<file path="config.mk">
export PLATFORM = sky130hd
export DESIGN_NAME = addr_cmd_pads
export DESIGN_NICKNAME = d
export VERILOG_FILES = /design/src/source/addr_cmd_pkg.sv /design/src/source/cmd_slot_serializer.sv /design/src/source/mem_clock_gen.sv /design/src/source/ck_enable_regs.sv /design/src/source/addr_cmd_pads.sv
export SDC_FILE = /design/constraint.sdc
export NUM_CORES = 1
export LEC_CHECK = 0
export BUFFER_PORTS_ARGS = -buffer_cell sky130_fd_sc_hd__buf_4
export CAP_MARGIN = 25
export CORE_ASPECT_RATIO = 1.75
export CORE_MARGIN = 4
export CORE_UTILIZATION = 41
export CTS_CLUSTER_SIZE = 14
export DETAILED_ROUTE_END_ITERATION = 8
export GPL_TIMING_DRIVEN = 0
export PLACE_DENSITY = 0.81
export SYNTH_ARGS = -nofsm -noshare
export SYNTH_HDL_FRONTEND = slang
export SYNTH_SLANG_ARGS = --single-unit
</file>
<file path="constraint.sdc">
create_clock -name pll_mem_clk -period 1.8 [get_ports pll_mem_clk]
set_input_delay 0.18 -clock pll_mem_clk [delete_from_list [all_inputs] [get_ports pll_mem_clk]]
set_output_delay 0.18 -clock pll_mem_clk [all_outputs]
set_load 0.01 [all_outputs]
</file>
<file path="src/source/addr_cmd_pkg.sv">
`default_nettype none

package addr_cmd_pkg;

	// memory side pin widths
	localparam int MEM_ADDRESS_WIDTH = 14;
	localparam int MEM_BANK_WIDTH = 3;
	localparam int MEM_CHIP_SELECT_WIDTH = 1;

	// a half-rate beat carries two slots, so every field is twice as wide
	localparam int AFI_ADDRESS_WIDTH = 2 * MEM_ADDRESS_WIDTH;
	localparam int AFI_BANK_WIDTH = 2 * MEM_BANK_WIDTH;
	localparam int AFI_RANK_WIDTH = 2 * MEM_CHIP_SELECT_WIDTH;
	localparam int AFI_CONTROL_WIDTH = 2;

	// one slot of each field as seen on the memory pins
	typedef logic [MEM_ADDRESS_WIDTH-1:0] mem_addr_t;
	typedef logic [MEM_BANK_WIDTH-1:0] mem_bank_t;
	typedef logic [MEM_CHIP_SELECT_WIDTH-1:0] mem_rank_t;

	// one beat from the controller, high slot in the upper half
	typedef logic [AFI_ADDRESS_WIDTH-1:0] afi_addr_t;
	typedef logic [AFI_BANK_WIDTH-1:0] afi_bank_t;
	typedef logic [AFI_RANK_WIDTH-1:0] afi_rank_t;
	typedef logic [AFI_CONTROL_WIDTH-1:0] afi_ctl_t;

	// SLOT_LOW marks the sampling edge, SLOT_HIGH the edge between two beats
	typedef enum logic
	{
		SLOT_LOW = 1'b0,
		SLOT_HIGH = 1'b1
	} slot_phase_t;

	// APB register map
	localparam int APB_ADDR_WIDTH = 4;
	localparam int APB_DATA_WIDTH = 32;

	localparam logic [APB_ADDR_WIDTH-1:0] CK_ENABLE_ADDR = 4'h0;

endpackage

`default_nettype wire

</file>
<file path="src/source/cmd_slot_serializer.sv">
`timescale 1ns/1ps
`default_nettype none

module cmd_slot_serializer (
	input  logic pll_mem_clk,
	input  logic reset,

	input  addr_cmd_pkg::afi_addr_t phy_ddio_address,
	input  addr_cmd_pkg::afi_bank_t phy_ddio_bank,
	input  addr_cmd_pkg::afi_rank_t phy_ddio_cs_n,
	input  addr_cmd_pkg::afi_rank_t phy_ddio_cke,
	input  addr_cmd_pkg::afi_rank_t phy_ddio_odt,
	input  addr_cmd_pkg::afi_ctl_t phy_ddio_ras_n,
	input  addr_cmd_pkg::afi_ctl_t phy_ddio_cas_n,
	input  addr_cmd_pkg::afi_ctl_t phy_ddio_we_n,
	input  addr_cmd_pkg::afi_ctl_t phy_ddio_reset_n,

	output addr_cmd_pkg::mem_addr_t phy_mem_address,
	output addr_cmd_pkg::mem_bank_t phy_mem_bank,
	output addr_cmd_pkg::mem_rank_t phy_mem_cs_n,
	output addr_cmd_pkg::mem_rank_t phy_mem_cke,
	output addr_cmd_pkg::mem_rank_t phy_mem_odt,
	output logic phy_mem_ras_n,
	output logic phy_mem_cas_n,
	output logic phy_mem_we_n,
	output logic phy_mem_reset_n,

	output addr_cmd_pkg::slot_phase_t slot_phase,
	output logic afi_sample
);

	localparam int ADDR_W = addr_cmd_pkg::MEM_ADDRESS_WIDTH;
	localparam int BANK_W = addr_cmd_pkg::MEM_BANK_WIDTH;
	localparam int RANK_W = addr_cmd_pkg::MEM_CHIP_SELECT_WIDTH;

	// beat capture register, holds one beat while its two slots go out
	addr_cmd_pkg::afi_addr_t cap_address;
	addr_cmd_pkg::afi_bank_t cap_bank;
	addr_cmd_pkg::afi_rank_t cap_cs_n;
	addr_cmd_pkg::afi_rank_t cap_cke;
	addr_cmd_pkg::afi_rank_t cap_odt;
	addr_cmd_pkg::afi_ctl_t cap_ras_n;
	addr_cmd_pkg::afi_ctl_t cap_cas_n;
	addr_cmd_pkg::afi_ctl_t cap_we_n;
	addr_cmd_pkg::afi_ctl_t cap_reset_n;

	logic sample_edge;
	logic beat_valid;

	// sampling edges also launch the high slot of the beat taken two edges before
	assign sample_edge = (slot_phase == addr_cmd_pkg::SLOT_LOW);

	always_ff @(posedge pll_mem_clk)
	begin
		if (reset)
		begin
			slot_phase <= addr_cmd_pkg::SLOT_LOW;
			afi_sample <= 1'b0;
			beat_valid <= 1'b0;
		end
		else
		begin
			if (sample_edge)
				slot_phase <= addr_cmd_pkg::SLOT_HIGH;
			else
				slot_phase <= addr_cmd_pkg::SLOT_LOW;
			// flags the cycle whose closing edge samples a beat
			afi_sample <= ~sample_edge;
			if (sample_edge)
				beat_valid <= 1'b1;
		end
	end

	always_ff @(posedge pll_mem_clk)
	begin
		if (sample_edge)
		begin
			cap_address <= phy_ddio_address;
			cap_bank <= phy_ddio_bank;
			cap_cs_n <= phy_ddio_cs_n;
			cap_cke <= phy_ddio_cke;
			cap_odt <= phy_ddio_odt;
			cap_ras_n <= phy_ddio_ras_n;
			cap_cas_n <= phy_ddio_cas_n;
			cap_we_n <= phy_ddio_we_n;
			cap_reset_n <= phy_ddio_reset_n;
		end
	end

	// the held beat drives its low slot first, then its high slot
	always_ff @(posedge pll_mem_clk)
	begin
		if (reset)
		begin
			phy_mem_address <= '0;
			phy_mem_bank <= '0;
			phy_mem_cs_n <= '1;
			phy_mem_cke <= '0;
			phy_mem_odt <= '0;
			phy_mem_ras_n <= 1'b1;
			phy_mem_cas_n <= 1'b1;
			phy_mem_we_n <= 1'b1;
			phy_mem_reset_n <= 1'b1;
		end
		else if (beat_valid)
		begin
			if (sample_edge)
			begin
				phy_mem_address <= cap_address[ADDR_W +: ADDR_W];
				phy_mem_bank <= cap_bank[BANK_W +: BANK_W];
				phy_mem_cs_n <= cap_cs_n[RANK_W +: RANK_W];
				phy_mem_cke <= cap_cke[RANK_W +: RANK_W];
				phy_mem_odt <= cap_odt[RANK_W +: RANK_W];
				phy_mem_ras_n <= cap_ras_n[1];
				phy_mem_cas_n <= cap_cas_n[1];
				phy_mem_we_n <= cap_we_n[1];
				phy_mem_reset_n <= cap_reset_n[1];
			end
			else
			begin
				phy_mem_address <= cap_address[0 +: ADDR_W];
				phy_mem_bank <= cap_bank[0 +: BANK_W];
				phy_mem_cs_n <= cap_cs_n[0 +: RANK_W];
				phy_mem_cke <= cap_cke[0 +: RANK_W];
				phy_mem_odt <= cap_odt[0 +: RANK_W];
				phy_mem_ras_n <= cap_ras_n[0];
				phy_mem_cas_n <= cap_cas_n[0];
				phy_mem_we_n <= cap_we_n[0];
				phy_mem_reset_n <= cap_reset_n[0];
			end
		end
	end

endmodule

`default_nettype wire

</file>
<file path="src/source/mem_clock_gen.sv">
`timescale 1ns/1ps
`default_nettype none

module mem_clock_gen #(
	parameter int MEM_CK_WIDTH = 2
) (
	input  logic pll_mem_clk,
	input  logic reset,
	input  addr_cmd_pkg::slot_phase_t slot_phase,
	input  logic [MEM_CK_WIDTH-1:0] ck_enable,
	output logic [MEM_CK_WIDTH-1:0] phy_mem_ck,
	output logic [MEM_CK_WIDTH-1:0] phy_mem_ck_n
);

	logic high_slot_next;

	// a sampling edge is the one that puts a high slot on the command bus
	assign high_slot_next = (slot_phase == addr_cmd_pkg::SLOT_LOW);

	genvar i;
	generate
		for (i = 0; i < MEM_CK_WIDTH; i = i + 1)
		begin : g_ck_pair
			logic ck_q;

			always_ff @(posedge pll_mem_clk)
			begin
				if (reset)
					ck_q <= 1'b0;
				else
					ck_q <= high_slot_next & ck_enable[i];
			end

			// true and complement leave from the same flop so they never skew
			assign phy_mem_ck[i] = ck_q;
			assign phy_mem_ck_n[i] = ~ck_q;
		end
	endgenerate

endmodule

`default_nettype wire

</file>
<file path="src/source/ck_enable_regs.sv">
`timescale 1ns/1ps
`default_nettype none

module ck_enable_regs #(
	parameter int MEM_CK_WIDTH = 2
) (
	input  logic pll_mem_clk,
	input  logic reset,

	input  logic psel,
	input  logic penable,
	input  logic pwrite,
	input  logic [addr_cmd_pkg::APB_ADDR_WIDTH-1:0] paddr,
	input  logic [addr_cmd_pkg::APB_DATA_WIDTH-1:0] pwdata,
	output logic [addr_cmd_pkg::APB_DATA_WIDTH-1:0] prdata,
	output logic pready,
	output logic pslverr,

	output logic [MEM_CK_WIDTH-1:0] ck_enable
);

	logic access;
	logic addr_hit;
	logic [addr_cmd_pkg::APB_DATA_WIDTH-1:0] read_word;

	// the access phase is the second cycle of a transfer
	assign access = psel & penable;
	assign addr_hit = (paddr == addr_cmd_pkg::CK_ENABLE_ADDR);

	always_ff @(posedge pll_mem_clk)
	begin
		if (reset)
			ck_enable <= '0;
		else if (access && pwrite && addr_hit)
			ck_enable <= pwdata[MEM_CK_WIDTH-1:0];
	end

	// only the clock pairs that exist are stored, the rest read back as zero
	always_comb
	begin
		read_word = '0;
		read_word[MEM_CK_WIDTH-1:0] = ck_enable;
	end

	assign prdata = (access && !pwrite && addr_hit) ? read_word : '0;

	// zero wait states, every transfer completes in its first access cycle
	assign pready = 1'b1;
	assign pslverr = access & ~addr_hit;

endmodule

`default_nettype wire

</file>
<file path="src/source/addr_cmd_pads.sv">
`timescale 1ns/1ps
`default_nettype none

module addr_cmd_pads #(
	parameter int MEM_CK_WIDTH = 2
) (
	input  logic pll_mem_clk,
	input  logic reset,

	// half-rate command beat from the controller
	input  addr_cmd_pkg::afi_addr_t phy_ddio_address,
	input  addr_cmd_pkg::afi_bank_t phy_ddio_bank,
	input  addr_cmd_pkg::afi_rank_t phy_ddio_cs_n,
	input  addr_cmd_pkg::afi_rank_t phy_ddio_cke,
	input  addr_cmd_pkg::afi_rank_t phy_ddio_odt,
	input  addr_cmd_pkg::afi_ctl_t phy_ddio_ras_n,
	input  addr_cmd_pkg::afi_ctl_t phy_ddio_cas_n,
	input  addr_cmd_pkg::afi_ctl_t phy_ddio_we_n,
	input  addr_cmd_pkg::afi_ctl_t phy_ddio_reset_n,

	// APB slave
	input  logic psel,
	input  logic penable,
	input  logic pwrite,
	input  logic [addr_cmd_pkg::APB_ADDR_WIDTH-1:0] paddr,
	input  logic [addr_cmd_pkg::APB_DATA_WIDTH-1:0] pwdata,
	output logic [addr_cmd_pkg::APB_DATA_WIDTH-1:0] prdata,
	output logic pready,
	output logic pslverr,

	// memory command pins
	output addr_cmd_pkg::mem_addr_t phy_mem_address,
	output addr_cmd_pkg::mem_bank_t phy_mem_bank,
	output addr_cmd_pkg::mem_rank_t phy_mem_cs_n,
	output addr_cmd_pkg::mem_rank_t phy_mem_cke,
	output addr_cmd_pkg::mem_rank_t phy_mem_odt,
	output logic phy_mem_ras_n,
	output logic phy_mem_cas_n,
	output logic phy_mem_we_n,
	output logic phy_mem_reset_n,

	// memory clock pairs, one per rank
	output logic [MEM_CK_WIDTH-1:0] phy_mem_ck,
	output logic [MEM_CK_WIDTH-1:0] phy_mem_ck_n,

	output logic afi_sample
);

	addr_cmd_pkg::slot_phase_t slot_phase;
	logic [MEM_CK_WIDTH-1:0] ck_enable;

	cmd_slot_serializer u_serializer (
		.pll_mem_clk      (pll_mem_clk),
		.reset            (reset),
		.phy_ddio_address (phy_ddio_address),
		.phy_ddio_bank    (phy_ddio_bank),
		.phy_ddio_cs_n    (phy_ddio_cs_n),
		.phy_ddio_cke     (phy_ddio_cke),
		.phy_ddio_odt     (phy_ddio_odt),
		.phy_ddio_ras_n   (phy_ddio_ras_n),
		.phy_ddio_cas_n   (phy_ddio_cas_n),
		.phy_ddio_we_n    (phy_ddio_we_n),
		.phy_ddio_reset_n (phy_ddio_reset_n),
		.phy_mem_address  (phy_mem_address),
		.phy_mem_bank     (phy_mem_bank),
		.phy_mem_cs_n     (phy_mem_cs_n),
		.phy_mem_cke      (phy_mem_cke),
		.phy_mem_odt      (phy_mem_odt),
		.phy_mem_ras_n    (phy_mem_ras_n),
		.phy_mem_cas_n    (phy_mem_cas_n),
		.phy_mem_we_n     (phy_mem_we_n),
		.phy_mem_reset_n  (phy_mem_reset_n),
		.slot_phase       (slot_phase),
		.afi_sample       (afi_sample)
	);

	mem_clock_gen #(
		.MEM_CK_WIDTH (MEM_CK_WIDTH)
	) u_clock_gen (
		.pll_mem_clk  (pll_mem_clk),
		.reset        (reset),
		.slot_phase   (slot_phase),
		.ck_enable    (ck_enable),
		.phy_mem_ck   (phy_mem_ck),
		.phy_mem_ck_n (phy_mem_ck_n)
	);

	ck_enable_regs #(
		.MEM_CK_WIDTH (MEM_CK_WIDTH)
	) u_regs (
		.pll_mem_clk (pll_mem_clk),
		.reset       (reset),
		.psel        (psel),
		.penable     (penable),
		.pwrite      (pwrite),
		.paddr       (paddr),
		.pwdata      (pwdata),
		.prdata      (prdata),
		.pready      (pready),
		.pslverr     (pslverr),
		.ck_enable   (ck_enable)
	);

endmodule

`default_nettype wire

</file>
# == After elaboration in Yosys (flattened, before gate mapping) ==
# Cells that the tools add are included.
# word_totals
regBits,79
output_inout_bits,63
wordCells,49
# op_classes
n_mux,11
bitwise,8
reduce_logical,6
# op_table
cell,count
2-to-1 mux 14 bit,1
2-to-1 mux 1 bit,8
AND 1 bit,4
logical AND 1 bit,4
zero test 4 bit,1
inverter 1 bit,4
2-to-1 mux 3 bit,1
2-to-1 mux 2 bit,1
zero test 1 bit,1

# == Logic depth before layout (Yosys ltp) ==
# Gate-level depths: netlist of the first run.
# depth
ltp_word,4
mapped_depth,4
ltp_nobuf,3

# == Cells and area by module ==
# Synthesis of the first run repeated with hierarchy kept, for this count alone.
# unflattened
hier_cells,222
hier_area_um2,3049.2
# modules_own_cells
mod,n_inst,cells_per_inst,area_each_um2,seq_area_each_um2
cmd_slot_serializer,1,164,2600.0,1981.9
ck_enable_regs,1,50,371.6,40.0
mem_clock_gen,1,8,77.6,40.0

# == Worst setup path before layout of the first run ==
# No wires, ideal clock.
# synth_timing
path_type,reg2reg
start,register u_serializer.slot_phase
end,"register u_serializer.cap_address[0], enable pin"
arrival_time_ps,1534
t_required_ps,1397
path_slack_ps,-137
stages_incl_launch_ff,4
n_path_buf,2
cell_sequence,dfxtp_1 -> buf_6 -> buf_8 -> inv_1
# synth_lines
item,line,rtl
"start, declared",cmd_slot_serializer.sv:28,"output addr_cmd_pkg::slot_phase_t slot_phase,"
"start signal, assigned",cmd_slot_serializer.sv:57,slot_phase <= addr_cmd_pkg::SLOT_LOW;
"start signal, assigned",cmd_slot_serializer.sv:64,slot_phase <= addr_cmd_pkg::SLOT_HIGH;
"start signal, assigned",cmd_slot_serializer.sv:66,slot_phase <= addr_cmd_pkg::SLOT_LOW;
"end signal, assigned",cmd_slot_serializer.sv:78,cap_address <= phy_ddio_address;
"end, declared",cmd_slot_serializer.sv:37,addr_cmd_pkg::afi_addr_t cap_address;
# No word-level cell between the ends.

# == Worst setup path in the final report of the first run ==
# layout_timing
start,register u_serializer.slot_phase
end,"register u_serializer.cap_address[15], enable pin"
# No word-level cell between the ends.

==> results of run 1 <==
[worst min path at each step]
stage / from / end / slack [ns] / depth (start not counted)
after CTS: phy_ddio_address[10] / u_serializer.cap_address[10]$_DFFE_PN_ / 0.008 / 1
after global placement: phy_ddio_bank[4] / u_serializer.cap_bank[4]$_DFFE_PN_ / 0.36 / 1
after floorplan: phy_ddio_address[0] / u_serializer.cap_address[0]$_DFFE_PN_ / 0.28 / 0
after global routing: phy_ddio_address[8] / u_serializer.cap_address[8]$_DFFE_PN_ / 0.01 / 1
final: phy_ddio_address[24] / u_serializer.cap_address[24]$_DFFE_PN_ / 0.02 / 1
after detailed placement: phy_ddio_address[4] / u_serializer.cap_address[4]$_DFFE_PN_ / 0.36 / 1
[kinds of logic (layout without fill, tap and decap cells)]
family                 count (synthesis)  after routing  share of synthesized area
other                                  2             31                    0.00246
AOI/OAI and AO/OA                     25             25                     0.0627
DFF                                   79             79                      0.675
buffers and inverters                 48            155                      0.113
muxes                                 26             26                     0.0852
and+or+nand+nor                       39             39                     0.0610
[power breakdown]
group,leakage [nW],internal (mW),switching [mW]
clock,0.152,1.14,0.644
sequential,0.739,2.07,0.0489
combinational,0.988,0.271,0.241
[layout make-up]
class | instances | area (um^2) | area share
Buffer | 44 | 332 | 0.0778
Clock inverter | 4 | 45.0 | 0.0106
Timing Repair Buffer | 90 | 676 | 0.159
Clock buffer | 12 | 256 | 0.0602
Sequential cell | 79 | 2060 | 0.484
Inverter | 4 | 18.8 | 0.00441
Tap cell | 86 | 108 | 0.0253
Timing Repair inverter | 1 | 7.51 | 0.00176
Multi-Input combinational cell | 121 | 754 | 0.177
[sequential cells by signal, summed over array words and instances, names as in the netlist, 3 cells and up]
name and count:
u_serializer.cap_address 28, u_serializer.phy_mem_address 14, u_serializer.cap_bank 6, u_serializer.phy_mem_bank 3
[through the flow]
stage	setup TNS (ns)	util	instances	cell area, um^2
2_1_floorplan	0	-	248	3170
3_3_place_gp	-9.46	0.546	424	3950
3_5_place_dp	-13.77	0.546	424	3950
4_1_cts	0	0.589	441	4260
5_1_grt	0	0.589	441	4260
6_report	0	0.589	441	4260
[cell usage in the layout (no fill, tap or decap), drive strengths merged]
master    count
clkinvlp      2
nor3b         2
a211oi       19
clkinv        3
bufinv        1
nand2         1
mux2i        26
a211o         5
nor4          1
buf         132
nand2b        4
dfxtp        31
and4          1
inv           3
nor2         27
conb         31
a21oi         1
clkbuf       14
edfxtp       48
and2          2
nand3         1
[worst max-delay path, cell delays in order, from the launching register on]
cell and delay, ns:
dfxtp_1 0.32, buf_6 0.18, buf_8 0.18, clkinvlp_4 0.48
[metal layers]
metal / vias up / global-route usage / wire length, um
met2: 87 / 0.266 / 3560
met1: 912 / 0.147 / 2100
li1: 980 / - / -
met4: 0 / 0.0878 / 161
met3: 11 / 0.0454 / 558
met5: - / 0 / 0
[what timing repair did]
item / in CTS / in global routing
hold buffers: 0 / 0
gates resized for setup: 1 / 0
endpoints found under the setup margin: 49 / 0
==> impl_results.md, run 1 <==
- Largest net degree at the start of global routing: 26
- Gr ovfl total: 0
- Minimum clock period: 1.61 ns
- Drt wl/cell: 14.5 um
- Clock buffer depth: 2
- RSZ-0062 raised after global routing: no
- Synth warn: 0
- Top cells by area, synth: edfxtp_1 (47%), dfxtp_1 (20%), mux2i_1 (8.5%)
- Setup WS post-layout: 0.195 ns
- I/O pin cnt: 152
- Crit Reg-Reg Endpoint: u_serializer.cap_address[15]$_DFFE_PN_
- Final GP Congestion: 0.780
- R2R Setup Slk: 0.19 ns
- Number of flops mapped to enable cells by yosys: 48
- Yosys top cell by area: edfxtp_1
- H-tree depth: 3
- Skew final: 0.00503 ns
- Crit path DAT: 1.51 ns
- Leakage: 1.88 nW
- Die area: 8950 um^2
- Worst-Margin Slew: 0.560 ns
- Drt pass-1 iters: 4
- CTS root buf: clkbuf_16
- Ys flop type: edfxtp_1
- Final worst-path cycle share: 0.892
- CP startpoint kind: flip-flop
- Antenna violations before repair: 0
- WS Path Type: flip-flop to flip-flop
- Share of the synthesized area in the top cell type: 0.472
- Asr flop ratio synth: 0
- First-pass GRT wire length: 9.60 mm
- Drt total wl: 6.38 mm
- Clock Sinks: 79
- Share of cells above drive strength 1: 0.420
- Worst-Skew Late Latency: 0.33 ns
- Slew Viols, Final: 0
- Via count: 1990
- Antenna cells: 0
- CP Launch Point: u_serializer.slot_phase$_SDFF_PP0_
- Setup-failing EPs final: 0
- Top-count cell post-synth: edfxtp_1
- Total GRT Usage: 0.149
- Fmax: 623 MHz
- Tightest Hold Check Type: primary input to flip-flop
- Die W: 73.2 um
- Worst vdd ir: 0.833 mV
- Reg2Reg Depth: 3
- Port buffer count: 90
- Post-CTS Setup Bufs: 0
- CTS tree: done
- Sequential area share after synthesis: 0.675
- Worst hold-check slack: 0.0231 ns
- Synth Register Bits: 79
- Pre-CTS setup slack: -0.287 ns
- CP endpoint kind: flip-flop
- Synthesized instance count: 219
- Core ar.: 7230 um^2
- Row cnt: 41
- Hpwl dp: 4.72 mm
- Hold Vio Cnt, Final: 0
- Power Density: 1040 nW/um^2
- CP required: 1.70 ns
- Vias in the first global route: 2001
- Crit-path max FO: 25
- Post-synthesis cell type count: 23
- Filler instances: 601
- Worst slew margin: 0.626
- Mapped cell area: 3050 um^2
- Status: completed
- Reg-to-Reg Start: u_serializer.slot_phase$_SDFF_PP0_
- Num CTS Buffers: 9
- Area growth from synthesis to layout: 39.5%
- Nets: 439
- End of the critical path: u_serializer.cap_address[15]$_DFFE_PN_
- Vias per cell: 4.51
- DRC viols: 0
- Final total power: 4.41 mW
- Max Cap Viol: 0
- Die H: 122 um
- DRT iter0 DRCs: 66
- Clock-pin slew on the worst setup and hold paths: 0.06 ns
- Synth cell count leaders: edfxtp_1 (48), buf_4 (34), dfxtp_1 (31), nor2_1 (27), mux2i_1 (26)
- Initial Util: 0.422
- Routed Antenna Nets: 0
- Syn avg cell area: 13.9 um^2
Power figures use the tool's default switching activity.
==> run 2, diff against run 1 <==
--- a/config.mk
+++ b/config.mk
@@ -6,13 +6,13 @@
 export NUM_CORES = 1
 export LEC_CHECK = 0
-export BUFFER_PORTS_ARGS = -buffer_cell sky130_fd_sc_hd__buf_4
 export CAP_MARGIN = 25
 export CORE_ASPECT_RATIO = 1.75
 export CORE_MARGIN = 4
-export CORE_UTILIZATION = 41
+export CORE_UTILIZATION = 45
 export CTS_CLUSTER_SIZE = 14
 export DETAILED_ROUTE_END_ITERATION = 8
+export DONT_BUFFER_PORTS = 1
 export GPL_TIMING_DRIVEN = 0
-export PLACE_DENSITY = 0.81
+export PLACE_DENSITY = 0.67
 export SYNTH_ARGS = -nofsm -noshare
 export SYNTH_HDL_FRONTEND = slang
==> constraint.sdc (replaced) <==
create_clock -name pll_mem_clk -period 1.8 [get_ports pll_mem_clk]
set_input_delay 0.18 -clock pll_mem_clk [delete_from_list [all_inputs] [get_ports pll_mem_clk]]
set_output_delay 0.18 -clock pll_mem_clk [all_outputs]
set_load 0.1 [all_outputs]
==> run 2 against run 1 <==
Effect of this change: fmax decreased by 8.3%; sequential share of layout area increased by 1.7 points; flip-flop and latch count unchanged; clock-buffer cell count decreased by 1; sequential power increased by 17%; via count decreased by 8.5%; wire length decreased by 3.7%; critical path depth decreased by 2; first-iteration DRC count decreased by 6.1%; core utilization increased by 3.7 points; non-clock buffer count decreased by 40.
==> impl_results.md, run 2 (synthesis results as in run 1) <==
- Status: completed
- Tightest Hold Check Type: primary input to flip-flop
- I/O pin cnt: 152
- Worst-Skew Late Latency: 0.33 ns
- Worst hold-check slack: 0.0220 ns
- Worst-Margin Slew: 1.05 ns
- CTS tree: done
- Area growth from synthesis to layout: 34.9%
- Core ar.: 6590 um^2
- H-tree depth: 3
- Antenna violations before repair: 0
- Die H: 117 um
- Gr ovfl total: 0
- Hpwl dp: 3.94 mm
- R2R Setup Slk: 0.19 ns
- Total GRT Usage: 0.160
- First-pass GRT wire length: 9.65 mm
- Num CTS Buffers: 9
- Drt total wl: 6.15 mm
- Worst slew margin: 0.297
- Minimum clock period: 1.75 ns
- Crit Reg-Reg Endpoint: u_serializer.cap_address[26]$_DFFE_PN_
- Vias per cell: 4.58
- RSZ-0062 raised after global routing: yes
- Crit path DAT: 1.57 ns
- Clock-pin slew on the worst setup and hold paths: 0.05 ns
- Routed Antenna Nets: 0
- Clock Sinks: 79
- Placement Cell Area: 3290 um^2
- Worst path max stage delay: 0.88 ns
- Fmax: 571 MHz
- Nets: 399
- Share of cells above drive strength 1: 0.197
- CP startpoint kind: flip-flop
- Finished layout cell area: 4120 um^2
- Port buffer count: 0
- Hold path endpoint: u_regs.ck_enable[1]$_SDFFE_PP0P_
- Die W: 70.3 um
- CP max-delay cell: nor3b_4
- Hold Vio Cnt, Final: 0
- Vias in the first global route: 1825
- Power Density: 1210 nW/um^2
- Top Family by Delay on Critical Path: simple AND/OR/NAND/NOR gates
- Reg-to-Reg Start: u_serializer.slot_phase$_SDFF_PP0_
- Drt pass-1 iters: 4
- Clock buffer depth: 2
- CTS root buf: clkbuf_16
- CP required: 1.62 ns
- Largest net degree at the start of global routing: 26
- Largest Register: u_serializer.cap_address
- WP buf/inv: 0
- Setup-failing EPs final: 0
- Max Cap Viol: 0
- Worst vdd ir: 0.892 mV
- Drt wl/cell: 15.5 um
- Initial Util: 0.464
- Antenna cells: 0
- Util after Layout: 0.625
- Crit-path max FO: 3
- Reg2Reg Depth: 3
- Setup_tns: 0 ns
- Final total power: 4.97 mW
- Final worst-path cycle share: 0.973
- Crit path cell chain: nor3b_4
- Skew final: 0.00520 ns
- CP endpoint kind: output port
- Via count: 1820
- Slew Viols, Final: 0
- Number of flip-flops in the largest register: 28
- Commonest non-fill, non-tap cells in the layout: dlygate4sd3_1 (49), edfxtp_1 (48), buf_4 (35), conb_1 (31), dfxtp_1 (30)
- Largest registers: u_serializer.cap_address: 28 flops, u_serializer.phy_mem_address: 14 flops, u_serializer.cap_bank: 6 flops
- Commonest non-fill, non-tap cell in the layout: dlygate4sd3_1
- Die area: 8220 um^2
- Startpoint of the worst hold path: pwdata[1]
- WHS Path Cells: 2
- DRT iter0 DRCs: 62
- Row cnt: 39
- Leakage: 1.67 nW
- Final GP Congestion: 0.680
- WS Path Type: flip-flop to output port
- DRC viols: 0
[run 2: area by class of cell]
| class | instances | area [um^2] |
|---|---|---|
| inverters | 4 | 18.8 |
| multi-input cells | 121 | 793 |
| clock buffers | 11 | 233 |
| fillers | 506 | 2470 |
| repair inverters | 1 | 7.51 |
| flip-flops and latches | 79 | 2060 |
| repair buffers | 50 | 498 |
| plain buffers | 44 | 332 |
| clock inverters | 5 | 72.6 |
| well taps | 82 | 103 |
[run 2: worst max path at each step]
stage / startpoint / to / slack [ns] / depth (start not counted)
3_5_place_dp: u_serializer.slot_phase$_SDFF_PP0_ / u_serializer.cap_bank[4]$_DFFE_PN_ / -0.25 / 3
2_1_floorplan: paddr[3] / prdata[0] / -0.28 / 3
6_report: u_regs.ck_enable[1]$_SDFFE_PP0P_ / prdata[1] / 0.05 / 1
4_1_cts: paddr[3] / prdata[0] / 0.0005 / 3
3_3_place_gp: paddr[3] / prdata[1] / -0.33 / 3
5_1_grt: paddr[0] / prdata[0] / -0.01 / 3
[run 2: what timing repair did]
action	4_1_cts	5_1_grt
endpoints found under the setup margin	51	2
gates cloned	1	0
hold buffers	49	0
gates resized for setup	3	1
endpoints found under the hold margin	49	0
pin swaps	1	2
setup buffers	0	1
[run 2: power by group]
| part | switching (mW) | internal [mW] |
|---|---|---|
| clock | 0.637 | 1.20 |
| combinational | 0.450 | 0.211 |
| sequential | 0.410 | 2.06 |
[run 2: routing by layer]
layer / up-vias / share of wire / global-route usage
li1: 901 / - / -
met1: 816 / 0.33 / 0.158
met2: 90 / 0.55 / 0.282
met3: 13 / 0.089 / 0.0573
met4: 0 / 0.027 / 0.106
met5: - / 0 / 0
[run 2: metrics by stage]
| stage | setup slack, ns | instances |
|---|---|---|
| floorplan | -0.277 | 248 |
| global placement | -0.332 | 330 |
| detailed placement | -0.246 | 330 |
| CTS | 0.000521 | 396 |
| global route | -0.00976 | 397 |
| finish | 0.0488 | 397 |
==> run 3, diff against run 2 <==
CTS_BUF_LIST = sky130_fd_sc_hd__clkbuf_4   (was not set)
==> run 3 against run 2 <==
Effect of this change: non-clock buffer count is 7 higher; final area down 2.0%; wire length fell by 0.34%; flip-flop and latch count stayed put; critical path type unchanged; highest routed layer unchanged.
==> impl_results.md, run 3 (synthesis results as in run 1) <==
- Util after Layout: 0.613
- RSZ-0062 raised after global routing: yes
- CP startpoint kind: flip-flop
- Minimum clock period: 1.80 ns
- DRC viols: 0
- Routed Antenna Nets: 0
- Die area: 8220 um^2
- Vias in the first global route: 1881
- Crit path cell chain: nor3b_4
- Setup_tns: 0 ns
- Worst hold-check slack: 0.0516 ns
- Crit path DAT: 1.62 ns
- Initial Util: 0.464
- Core ar.: 6590 um^2
- Routed met2 length: 3.44 mm
- Finished layout cell area: 4040 um^2
- Top Family by Delay on Critical Path: simple AND/OR/NAND/NOR gates
- Drt total wl: 6.12 mm
- Area growth from synthesis to layout: 32.2%
- Top sig layer: met4
- H-tree depth: 3
- Row cnt: 39
- Placement Cell Area: 3290 um^2
- Hpwl dp: 3.94 mm
- Die W: 70.3 um
- Final worst-path cycle share: 0.999
- Die H: 117 um
- Tightest Hold Check Type: primary input to flip-flop
- Power Density: 1060 nW/um^2
- Commonest non-fill, non-tap cell in the layout: dlygate4sd3_1
- CTS root buf: clkbuf_4
- Clock-pin slew on the worst setup and hold paths: 0.12 ns
- Largest registers: u_serializer.cap_address: 28 flops, u_serializer.phy_mem_address: 14 flops, u_serializer.cap_bank: 6 flops
- Crit-path max FO: 2
- Fmax: 556 MHz
- Antenna violations before repair: 0
- Skew final: 0.0131 ns
- Vias per cell: 4.60
- CP max-delay cell: nor3b_4
- Port buffer count: 0
- Worst-Margin Slew: 1.06 ns
- Leakage: 1.64 nW
- I/O pin cnt: 152
- CP Launch Point: u_regs.ck_enable[0]$_SDFFE_PP0P_
- Total GRT Usage: 0.159
- CP endpoint kind: output port
- CTS tree: done
- Length of routed met3 wiring: 581 um
- DRT iter0 DRCs: 92
- Max Cap Viol: 0
- Crit Reg-Reg Endpoint: u_serializer.cap_reset_n[0]$_DFFE_PN_
- First-pass GRT wire length: 9.68 mm
- Status: completed
- Worst slew margin: 0.290
- Largest Register: u_serializer.cap_address
- Via count: 1863
- Num CTS Buffers: 9
- End of the critical path: prdata[0]
- Share of cells above drive strength 1: 0.208
- Clock Sinks: 79
- Largest net degree at the start of global routing: 26
- Worst vdd ir: 0.650 mV
- Slew Viols, Final: 0
- WS Path Type: flip-flop to output port
- Setup-failing EPs final: 0
- CP required: 1.62 ns
- Clock buffer depth: 2
- Number of flip-flops in the largest register: 28
- R2R Setup Slk: 0.22 ns
- WP buf/inv: 0
- Drt wl/cell: 15.1 um
- M1 WL: 1.91 mm
- Reg-to-Reg Start: u_serializer.slot_phase$_SDFF_PP0_
- Final GP Congestion: 0.680
- Drt pass-1 iters: 2
- Worst-Skew Late Latency: 0.41 ns
- Commonest non-fill, non-tap cells in the layout: dlygate4sd3_1 (54), edfxtp_1 (48), buf_4 (37), conb_1 (31), dfxtp_1 (29)
- Hold Vio Cnt, Final: 0
- Worst path max stage delay: 0.87 ns
- Nets: 406
- Reg2Reg Depth: 3
- WP depth: 1
- Gr ovfl total: 0
- Filler instances: 523
run 3: changes by cell type in the layout (fill, tap and decap cells not counted), sizes merged:
cell / delta
buf: +2
diode: +1
dlygate4sd3: +5
run 3: report_power, final:
group / switching, mW / internal, mW
sequential: 0.410 / 2.06
clock: 0.548 / 0.585
combinational: 0.448 / 0.215
run 3: routing by layer:
metal | track usage | vias up
met5 | 0 | -
met4 | 0.0908 | 0
met3 | 0.0624 | 15
met2 | 0.287 | 86
met1 | 0.153 | 848
li1 | - | 914
run 3: worst min-delay path by stage:
stage / from / endpoint / slack (ns) / cells past startpoint
3_5_place_dp: phy_ddio_we_n[0] / u_serializer.cap_we_n[0]$_DFFE_PN_ / 0.28 / 0
6_report: reset / u_serializer.phy_mem_address[13]$_SDFFE_PP0P_ / 0.05 / 2
3_3_place_gp: phy_ddio_address[4] / u_serializer.cap_address[4]$_DFFE_PN_ / 0.28 / 0
5_1_grt: reset / u_serializer.phy_mem_address[13]$_SDFFE_PP0P_ / 0.02 / 2
4_1_cts: reset / u_serializer.phy_mem_address[13]$_SDFFE_PP0P_ / 0.003 / 2
2_1_floorplan: phy_ddio_address[0] / u_serializer.cap_address[0]$_DFFE_PN_ / 0.28 / 0
run 3: stage by stage:
| stage | power (mW) | setup WS (ns) | instances |
|---|---|---|---|
| floorplan | 3.01 | -0.277 | 248 |
| global placement | 3.07 | -0.332 | 330 |
| detailed placement | 3.08 | -0.246 | 330 |
| CTS | 4.32 | -0.0510 | 403 |
| global route | 4.45 | -0.0712 | 404 |
| finish | 4.26 | 0.00226 | 405 |
run 3: final cells by class:
cell class                 instances  area, um^2  share of cell area
sequential                        79        2060               0.511
multi-input combinational        121         793               0.196
timing repair buffer              57         563               0.139
buffer                            44         332              0.0821
tap                               82         103              0.0254
clock buffer                      11        82.6              0.0204
clock inverter                     5        72.6              0.0180
inverter                           4        18.8             0.00465
timing repair inverter             1        7.51             0.00186
antenna                            1        2.50            0.000620
run 3: what timing repair did:
| action | CTS | global route |
|---|---|---|
| buffers inserted | 2 | 1 |
| hold endpoints to repair | 50 | 0 |
| hold buffers | 54 | 0 |
| resized for setup | 5 | 0 |
| endpoints found under the setup margin | 51 | 2 |
| gates cloned | 1 | 0 |
| pin swaps | 1 | 1 |
